**src/disp_pkg.sv**
```systemverilog
// Shared timing constants, register map and bus types used by the display RTL and its testbench
package disp_pkg;

    localparam int ClksPerCycle = 16;    // Clocks per datasheet timing unit

    // Horizontal timing in datasheet units
    // Index 0 is 30 MHz at 360/720, index 1 is 30 MHz at 384/768, index 2 is 28 MHz
    localparam int HTotal  [3] = '{120, 120, 112};
    localparam int HActive [3] = '{90, 96, 90};
    localparam int HStart  [3] = '{23, 20, 19};
    localparam int HSync   [3] = '{9, 9, 8};

    // Vertical timing in lines
    // Index 0 is 60 Hz, index 1 is 50 Hz with NTSC height, index 2 is 50 Hz full height
    localparam int VTotal      [3] = '{262, 312, 312};
    localparam int VActive     [3] = '{240, 240, 280};
    localparam int VStart      [3] = '{18, 46, 26};
    localparam int VFrontPorch [3] = '{4, 26, 6};
    localparam int VSyncLines      = 3;

    localparam int PixFifoDepth = 8;                 // Also the source's starting credits
    localparam int PixPtrW      = $clog2(PixFifoDepth);

    localparam logic AddrCommand = 1'b0;
    localparam logic AddrBorder  = 1'b1;

    typedef struct packed {
        logic sm;    // Scan mode, 1 interlaced
        logic cf;    // Crystal, 1 is 30 MHz
        logic st;    // Standard, 1 is 360/720 pixels
        logic cm;    // Color mode, 1 is 2 clocks per pixel
        logic fd;    // Frame duration, 1 is 60 Hz
    } mode_t;

    typedef struct packed {
        logic [12:0] video_x;
        logic [8:0]  video_y;
        logic        hsync;
        logic        vsync;
        logic        hblank;
        logic        vblank;
        logic        parity;      // 1 odd field, always 1 when progressive
        logic        new_line;
        logic        new_frame;
        logic        new_pixel;
    } beam_t;

    typedef struct packed {
        logic [7:0] r;
        logic [7:0] g;
        logic [7:0] b;
    } pixel_t;

    typedef struct packed {
        logic [18:0] reserved;
        mode_t       mode;
    } cmd_word_t;

    // One register word, read as command or border color by address
    typedef union packed {
        cmd_word_t cmd;
        pixel_t    border;
    } reg_word_u;

    typedef struct packed {
        logic        en;
        logic        addr;
        logic [23:0] data;
    } reg_write_t;

endpackage
```
**src/display_top.sv**
```systemverilog
// Display controller top; register block, beam timing and pixel output joined to the external ports
`timescale 1ns/10ps

module display_top (
    input  logic                 clk,
    input  logic                 reset,
    input  disp_pkg::reg_write_t reg_wr,
    input  logic                 pix_valid,
    input  disp_pkg::pixel_t     pix_data,
    output logic                 credit_return,
    output disp_pkg::pixel_t     pix_out,
    output logic                 pix_out_valid,
    output logic                 hsync,
    output logic                 vsync,
    output logic                 hblank,
    output logic                 vblank,
    output logic                 parity,
    output logic                 underflow
);
    import disp_pkg::*;

    mode_t  mode;      // Live mode, updated at frame boundary
    pixel_t border;
    beam_t  beam;

    display_regs u_regs (
        .clk       (clk),
        .reset     (reset),
        .reg_wr    (reg_wr),
        .new_frame (beam.new_frame),
        .mode      (mode),
        .border    (border)
    );

    video_timing u_timing (
        .clk   (clk),
        .reset (reset),
        .mode  (mode),
        .beam  (beam)
    );

    pixel_stream u_stream (
        .clk           (clk),
        .reset         (reset),
        .beam          (beam),
        .border        (border),
        .pix_valid     (pix_valid),
        .pix_data      (pix_data),
        .credit_return (credit_return),
        .pix_out       (pix_out),
        .pix_out_valid (pix_out_valid),
        .underflow     (underflow)
    );

    assign hsync  = beam.hsync;
    assign vsync  = beam.vsync;
    assign hblank = beam.hblank;
    assign vblank = beam.vblank;
    assign parity = beam.parity;

endmodule

```
**src/pixel_stream.sv**
```systemverilog
// Pixel receive buffer with credit return and the registered output stage for pixel or border color
`timescale 1ns/10ps

module pixel_stream (
    input  logic             clk,
    input  logic             reset,
    input  disp_pkg::beam_t  beam,
    input  disp_pkg::pixel_t border,
    input  logic             pix_valid,
    input  disp_pkg::pixel_t pix_data,
    output logic             credit_return,
    output disp_pkg::pixel_t pix_out,
    output logic             pix_out_valid,
    output logic             underflow
);
    import disp_pkg::*;

    pixel_t fifo_mem [PixFifoDepth];

    logic [PixPtrW-1:0] wr_ptr;
    logic [PixPtrW-1:0] rd_ptr;
    logic [PixPtrW:0]   fill;      // Entries held, 0 to PixFifoDepth
    logic               empty;
    logic               pop;
    logic               blank;

    assign empty = (fill == '0);
    assign pop   = beam.new_pixel && !empty;   // One pixel per active strobe
    assign blank = beam.hblank || beam.vblank;

    // Source never sends without a credit, so no full check here
    always_ff @(posedge clk) begin
        if (pix_valid) begin
            fifo_mem[wr_ptr] <= pix_data;
        end
    end

    always_ff @(posedge clk) begin
        if (reset) begin
            wr_ptr <= '0;
            rd_ptr <= '0;
            fill   <= '0;
        end else begin
            if (pix_valid) wr_ptr <= wr_ptr + 1'b1;
            if (pop) rd_ptr <= rd_ptr + 1'b1;

            case ({pix_valid, pop})
                2'b10:   fill <= fill + 1'b1;
                2'b01:   fill <= fill - 1'b1;
                default: fill <= fill;
            endcase
        end
    end

    always_ff @(posedge clk) begin
        if (reset) begin
            credit_return <= 1'b0;
            pix_out_valid <= 1'b0;
            underflow     <= 1'b0;
        end else begin
            credit_return <= pop;             // One credit back per removed pixel
            pix_out_valid <= beam.new_pixel;
            if (beam.new_pixel && empty) begin
                underflow <= 1'b1;            // Sticky until reset
            end
        end
    end

    // Pixel holds for its whole period, border fills the blanked area
    always_ff @(posedge clk) begin
        if (beam.new_pixel) begin
            pix_out <= pop ? fifo_mem[rd_ptr] : border;
        end else if (blank) begin
            pix_out <= border;
        end
    end

endmodule

```
**src/video_timing.sv**
```systemverilog
// Beam timing generator; counters, syncs, blanking, field parity and pixel strobes from the live mode
`timescale 1ns/10ps

module video_timing (
    input  logic            clk,
    input  logic            reset,
    input  disp_pkg::mode_t mode,
    output disp_pkg::beam_t beam
);
    import disp_pkg::*;

    logic [1:0] h_sel;
    logic [1:0] v_sel;

    // Horizontal timing in clocks
    logic [12:0] h_total;
    logic [12:0] h_active;
    logic [12:0] h_start;
    logic [12:0] h_sync;
    logic [12:0] h_half;

    // Vertical timing in lines
    logic [8:0] v_total;
    logic [8:0] v_active;
    logic [8:0] v_start;
    logic [8:0] v_last;
    logic [8:0] v_sync;

    logic [12:0] video_x;
    logic [8:0]  video_y;
    logic        hsync;
    logic        vsync;
    logic        hblank;
    logic        vblank;
    logic        parity;
    logic        new_line;
    logic        new_frame;
    logic        new_pixel;
    logic        pixel_phase;

    always_comb begin
        if (mode.cf && mode.st) begin
            h_sel = 2'd0;
        end else if (mode.cf) begin
            h_sel = 2'd1;
        end else begin
            h_sel = 2'd2;     // 28 MHz crystal
        end

        if (mode.fd) begin
            v_sel = 2'd0;     // 60 Hz
        end else if (mode.st) begin
            v_sel = 2'd1;
        end else begin
            v_sel = 2'd2;
        end
    end

    always_comb begin
        h_total  = 13'(HTotal[h_sel] * ClksPerCycle);
        h_active = 13'(HActive[h_sel] * ClksPerCycle);
        h_start  = 13'(HStart[h_sel] * ClksPerCycle);
        h_sync   = 13'(HSync[h_sel] * ClksPerCycle);
        h_half   = h_total >> 1;         // Where interlace vsync edges sit
    end

    always_comb begin
        v_total  = 9'(VTotal[v_sel] + 1); // Includes the half line
        v_active = 9'(VActive[v_sel]);
        v_start  = 9'(VStart[v_sel]);
        v_last   = 9'(VTotal[v_sel] - VFrontPorch[v_sel] - 1); // Last line before front porch
        v_sync   = 9'(VSyncLines);

        // Even field is shifted down by one line
        if (!parity) begin
            v_start = v_start + 9'd1;
            v_last  = v_last + 9'd1;
        end
    end

    always_ff @(posedge clk) begin
        if (reset) begin
            video_x   <= '0;
            video_y   <= '0;
            parity    <= 1'b1;
            hsync     <= 1'b0;
            vsync     <= 1'b0;
            new_line  <= 1'b0;
            new_frame <= 1'b0;
        end else begin
            new_line  <= 1'b0;
            new_frame <= 1'b0;

            if (video_x == h_total - 13'd1) begin
                video_x  <= '0;
                hsync    <= 1'b1;
                new_line <= 1'b1;

                if (video_y == v_total - 9'd1 && !parity) begin
                    // End of the longer even field, only reached when interlaced
                    video_y <= '0;
                    parity  <= 1'b1;
                    vsync   <= 1'b1;
                end else if (video_y == v_total - 9'd2 && parity) begin
                    video_y <= '0;
                    if (mode.sm) begin
                        parity <= 1'b0;   // Even field vsync starts mid line
                    end else begin
                        vsync <= 1'b1;
                    end
                end else begin
                    video_y   <= video_y + 9'd1;
                    new_frame <= (video_y == v_last);
                end
            end else begin
                video_x <= video_x + 13'd1;
            end

            if (video_x == h_sync - 13'd1) hsync <= 1'b0;  // Low from video_x == h_sync

            if (parity && video_y == v_sync) vsync <= 1'b0;

            // Half line offset vsync for the even field
            if (!parity && video_x == h_half) begin
                if (video_y == '0) vsync <= 1'b1;
                if (video_y == v_sync) vsync <= 1'b0;
            end
        end
    end

    // Blanks describe the previous counter value
    always_ff @(posedge clk) begin
        if (reset) begin
            hblank <= 1'b1;
            vblank <= 1'b1;
        end else begin
            hblank <= !(video_x >= h_start && video_x < h_start + h_active);
            vblank <= !(video_y >= v_start && video_y < v_start + v_active);
        end
    end

    // Every 2 clocks in high color mode, else every 4
    assign pixel_phase = mode.cm ? (video_x[0] == 1'b1) : (video_x[1:0] == 2'b01);
    assign new_pixel   = pixel_phase && !hblank && !vblank;

    assign beam = '{
        video_x:   video_x,
        video_y:   video_y,
        hsync:     hsync,
        vsync:     vsync,
        hblank:    hblank,
        vblank:    vblank,
        parity:    parity,
        new_line:  new_line,
        new_frame: new_frame,
        new_pixel: new_pixel
    };

endmodule

```
**src/display_regs.sv**
```systemverilog
// Write-only control registers; holds the border color and moves the display command live per frame
`timescale 1ns/10ps

module display_regs (
    input  logic                 clk,
    input  logic                 reset,
    input  disp_pkg::reg_write_t reg_wr,
    input  logic                 new_frame,
    output disp_pkg::mode_t      mode,
    output disp_pkg::pixel_t     border
);
    import disp_pkg::*;

    reg_word_u wr_word;     // Same bits seen through both register layouts
    mode_t     pending;     // Last command written, waiting for the frame boundary
    logic      wr_command;
    logic      wr_border;

    assign wr_word    = reg_wr.data;
    assign wr_command = reg_wr.en && (reg_wr.addr == AddrCommand);
    assign wr_border  = reg_wr.en && (reg_wr.addr == AddrBorder);

    // Command capture
    always_ff @(posedge clk) begin
        if (reset) begin
            pending <= '0;
        end else if (wr_command) begin
            pending <= wr_word.cmd.mode;
        end
    end

    // Live mode only changes between fields so no field is torn
    always_ff @(posedge clk) begin
        if (reset) begin
            mode <= '0;
        end else if (new_frame) begin
            mode <= pending;
        end
    end

    always_ff @(posedge clk) begin
        if (reset) begin
            border <= '0;     // Black
        end else if (wr_border) begin
            border <= wr_word.border;
        end
    end

endmodule

```
**config.mk**
```make
export PLATFORM = sky130hd
export DESIGN_NAME = display_top
export DESIGN_NICKNAME = d
export VERILOG_FILES = /design/src/disp_pkg.sv /design/src/display_top.sv /design/src/pixel_stream.sv /design/src/video_timing.sv /design/src/display_regs.sv
export SDC_FILE = /design/constraint.sdc
export NUM_CORES = 1
export LEC_CHECK = 0
export ABC_AREA = 1
export BUFFER_PORTS_ARGS = -buffer_cell sky130_fd_sc_hd__buf_2
export CORE_MARGIN = 3
export CORE_UTILIZATION = 26
export DETAILED_ROUTE_END_ITERATION = 10
export PLACE_DENSITY = 0.43
export SLEW_MARGIN = 20
export SYNTH_ARGS = -nofsm -noshare
export SYNTH_HDL_FRONTEND = slang
export SYNTH_HIERARCHICAL = 1
export SYNTH_SLANG_ARGS = --single-unit
```
**constraint.sdc**
```tcl
create_clock -name clk -period 3.34 [get_ports clk]
set_clock_uncertainty 0.05 [all_clocks]
set_input_delay 0.668 -clock clk [delete_from_list [all_inputs] [get_ports clk]]
set_output_delay 0.668 -clock clk [all_outputs]
set_load 0.005 [all_outputs]
```
After elaboration in Yosys (flattened, before gate mapping)
Memories as Yosys holds them, arrays and structs flattened. A register that Yosys moved wholly into a read port is not among the register bits.
Index checks and enable logic that the tools add are counted.

word-level totals
  memory bits (writable) = 192
  memories = 1
  input bits = 53
  bits in registers = 99
  word-level logic and storage cells = 150

operators by class
  mux-type cells = 52
  magnitude comparators = 6
  $add $sub $neg = 17
  equal/unequal tests = 10
  bitwise operators = 4
  reduce and logical (&&, ||, !) cells = 30

memory list
  name               depth  bits a word  read ports  clocked after Yosys merged registers in  wr ports  RTL line            text
  u_stream.fifo_mem  8      24           1           1                                        1         pixel_stream.sv:18  pixel_t fifo_mem [PixFifoDepth];

operators by type and width
  operator                                             count
  binary-select mux 32 bit (select 2 bit)              8
  2-to-1 mux 9 bit                                     20
  2-to-1 mux 24 bit                                    3
  adder 9 x 1 -> 9 bit (second input constant)         3
  == test 9 bit                                        3
  == test 13 bit                                       2
  subtractor 13 x 1 -> 13 bit (second input constant)  2
  subtractor 9 x 2 -> 9 bit (second input constant)    2
  2-to-1 mux 1 bit                                     14
  adder 13 x 1 -> 13 bit (second input constant)       1
  adder 13 bit                                         1
  == test 13 x 12 -> 1 bit                             1
  greater-or-equal comparator 13 bit                   1
  logical AND 1 bit                                    13
  < comparator 13 bit                                  1
  adder 9 x 2 -> 9 bit (second input constant)         1
  adder 9 bit                                          1
  == test 9 x 2 -> 1 bit (second input constant)       1
  greater-or-equal comparator 9 bit                    1
  zero test 9 bit                                      1
  < comparator 9 bit                                   1
  subtractor 9 x 1 -> 9 bit (second input constant)    1
  subtractor 9 bit                                     1
  2-to-1 mux 2 bit                                     4
  other kinds (17)                                     32

Longest topological paths before layout
  word-level depth = 17
  depth in mapped cells = 18
  gate-level depth less buffers = 16

Cells and area by module
Netlist, hierarchy kept.

modules (own cells, without submodules)
  module        instances  cells an instance  area each (µm²)
  pixel_stream  1          766                9,406.5
  video_timing  1          406                2,662.6
  display_regs  1          163                1,268.7

Worst setup path after synthesis
OpenSTA, ideal clock, no wires.

  path kind = input-to-reg
  start point = input pix_valid
  end point = memory u_stream/fifo_mem[0][0] in the netlist's numbering, enable pin
  required time = 2.885 ns
  stages on the path = 3
  setup slack = 0.795 ns
  arrival time = 2.090 ns
  path buffers = 0
  path through = inv_1 or2_2 nor2_1

on the way
  cells in the longest elaborated chain, start to end = 2

RTL lines
  element                                 RTL line            text
  from (decl)                             display_top.sv:8    input logic pix_valid,
  2-to-1 mux 1 bit                        pixel_stream.sv:33  if (pix_valid) begin
  2-to-1 mux 1 bit (not written as such)  pixel_stream.sv:34  fifo_mem[wr_ptr] <= pix_data;
  to (decl)                               pixel_stream.sv:18

No other way between the ends.

==> reports/metrics.csv <==
stage,metric,value,unit
worst_setup_path,crit path DAT,3.08,ns
global_routing,pin count of the biggest net entering global routing,79,
floorplan,Die Height,232,µm
sta,minimum clock period,2.70,ns
routing,M1 wire length,15.4,mm
routing,routed vias/inst,4.44,
sta,# setup viols final,0,
sta,slew margin rel.,52.9,%
logic_synthesis,Post-Synthesis Cells,1333,
hold_path,number of cells on the worst hold path,3,
cts,hold_buf cts,0,
routing,Routed Antenna Nets,0,
placed_design,Port Buf Inserts,84,
floorplan,starting density of the core,26.4,%
floorplan,DIE WIDTH,232,µm
worst_setup_path,flop2flop setup slack,0.64,ns
cts,H-tree depth,2,
sta,fmax,370,MHz
global_routing,total global-route track usage,13.1,%
placed_design,Final Wtd Congestion,0.858,
pwr,Power Density,523,nW/µm²
routing,Initial DRC Count,481,
job,Max Cap Viol,0,
floorplan,Row Count,82,
routing,TritonRoute pass-1 iters,5,
cts,Max Buffers Root-to-Sink,3,
hold_path,Worst Hold Class,input pin to register,
logic_synthesis,Mapped Area,13300,µm²
floorplan,die area,53900,µm²
worst_setup_path,critical path class,register to register,
hold_path,WHS Endpoint,u_regs/border[20],
routing,Via Count,9368,
run_status,outcome,completed,
finish,layout cell share with drive strength beyond 1,14.3,%
global_routing,GRT overflow,0,
floorplan,Core Box Area,50400,µm²
cts,cts bufs inserted,35,
worst_setup_path,R2R depth,13,
cts,clk sinks,294,
finish,Final #Nets,1495,
logic_synthesis,synth warn,6,
sta,RSZ-0062 raised after global routing,false,
finish,Syn-to-layout area delta,16.5,%
sta,fin crit share,81.0,%
sta,Final Hold Fails,0,
logic_synthesis,Mean Syn Cell Area,9.99,µm²
routing,Met2 Wirelength,17.2,mm
placed_design,dpl hpwl,23.2,mm
cts,# resized after CTS,0,
routing,DRC,0,
finish,Final Core Density,30.8,%
cts,TritonCTS clock tree,done,
sta,final worst setup slack,0.636,ns
global_routing,vias in the first global route,9176,
routing,top routing layer used,met5,
cts,Clock Pin Slew Worst Setup and Hold Paths,0.06,ns
global_routing,first-pass GRT wire length,54.0,mm
worst_setup_path,startpoint type of the worst setup path,register,
cts,Root Buffer,clkbuf_16,
routing,length of routed met3 wiring,1.73,mm
worst_setup_path,CP endpoint kind,register,
worst_setup_path,CP max FO,30,
sta,worst slew pin tran,0.689,ns
cts,clk_lat worst skew,0.55,ns
worst_setup_path,Critical R2R Capture,u_stream/fill[3],
cts,"Setup Fix Bufs, Post-CTS",0,
routing,drt wl/cell,16.7,µm
global_routing,initial antenna violation count,5,
pwr,Max IR drop VDD,0.294,mV
worst_setup_path,CP required,3.72,ns
floorplan,IO Count,85,
worst_setup_path,R2R Path Start,u_timing/video_x[0],
sta,Setup TNS,0,ns
placed_design,pre-CTS setup slack,0.631,ns
hold_path,Worst Hold Launch,reg_wr[20],
sta,final slew viol count,0,
pwr,Lkg Pwr,6.01,nW
routing,total routed wirelength,35.3,mm
-- sequential cells by signal, indices dropped and copies added, names as in the netlist, 3 cells and up, named ones only --
signal,flops
u_regs/mode,5
u_timing/video_x,13
u_stream/rd_ptr,3
u_stream/fill,4
u_stream/fifo_mem,192
u_regs/pending,5
u_timing/video_y,9
u_stream/wr_ptr,3
u_stream/pix_out,24
u_regs/border,24
-- final cells by class --
class,instances,area (µm²)
Inverter,177,664
Fill cell,5204,34900
Clock buffer,39,891
Clock inverter,25,245
Antenna cell,1,2.50
Timing Repair Buffer,105,616
Multi-Input combinational cell,795,4190
Sequential cell,294,8050
Tap cell,672,841
-- worst max-delay path, stage by stage (launching register included) --
cell and delay, ns:
dfxtp_1 0.42, ha_1 0.18, nor2_1 0.04, a2111oi_0 0.55, nand2_2 0.13, inv_2 0.08
buf_4 0.35, ha_1 0.29, xnor2_1 0.16, inv_1 0.07, nand3_1 0.08, nand3_1 0.08
nand2_1 0.07, inv_1 0.04
-- placed cells by master, fill, tap and decap left out, types with 3 or more instances in the layout --
cell type	instances
nor2_2	9
o21ai_0	72
xnor2_1	4
clkbuf_1	4
bufinv_16	3
nand2_1	232
nor3_1	16
o211ai_1	50
nand4_1	13
conb_1	4
edfxtp_1	216
ha_1	34
buf_4	18
clkinv_1	8
nor2_4	5
dfxtp_1	76
buf_2	84
inv_2	7
inv_1	168
buf_12	3
clkbuf_16	35
nor2_1	92
nand3_2	5
nand2_2	6
nand3_1	124
xor2_1	7
clkinv_2	9
a21oi_1	96
-- metal layers --
| layer | global-route usage, % | vias to the layer above |
|---|---|---|
| li1 | - | 4664 |
| met1 | 16.2 | 4475 |
| met2 | 22.5 | 161 |
| met3 | 2.87 | 62 |
| met4 | 4.40 | 6 |
| met5 | 0 | - |
-- per-stage QoR --
stage | std cells | power [mW] | hold slack [ns] | instance area (µm²)
3_5_place_dp | 2043 | 4.41 | 0.405 | 14400
3_3_place_gp | 2043 | 4.40 | 0.404 | 14400
4_1_cts | 2107 | 8.25 | 0.290 | 15500
2_1_floorplan | 1335 | 4.25 | 0.389 | 13300
5_1_grt | 2107 | 8.41 | 0.317 | 15500
6_report | 2108 | 8.10 | 0.327 | 15500
-- where the power goes --
| group | leakage [nW] | switching [mW] | internal, mW |
|---|---|---|---|
| clock | 0.555 | 1.59 | 2.19 |
| combinational | 2.79 | 0.191 | 0.0870 |
| sequential | 2.67 | 0.0337 | 4.01 |
-- worst max-delay path by stage --
stage          slack [ns]           startpoint                       to  cells past startpoint
6_report             0.64  u_timing/video_x[0]         u_stream/fill[3]                     13
5_1_grt              0.31  u_timing/video_x[0]         u_stream/fill[3]                     13
4_1_cts              0.60  u_timing/video_x[0]         u_stream/fill[3]                     13
3_5_place_dp         0.63  u_timing/video_x[0]         u_stream/fill[3]                     13
3_3_place_gp         0.73  u_timing/video_x[0]         u_stream/fill[3]                     13
2_1_floorplan        0.80            pix_valid  u_stream/fifo_mem[0][0]                      3
Power figures use the tool's default switching activity.
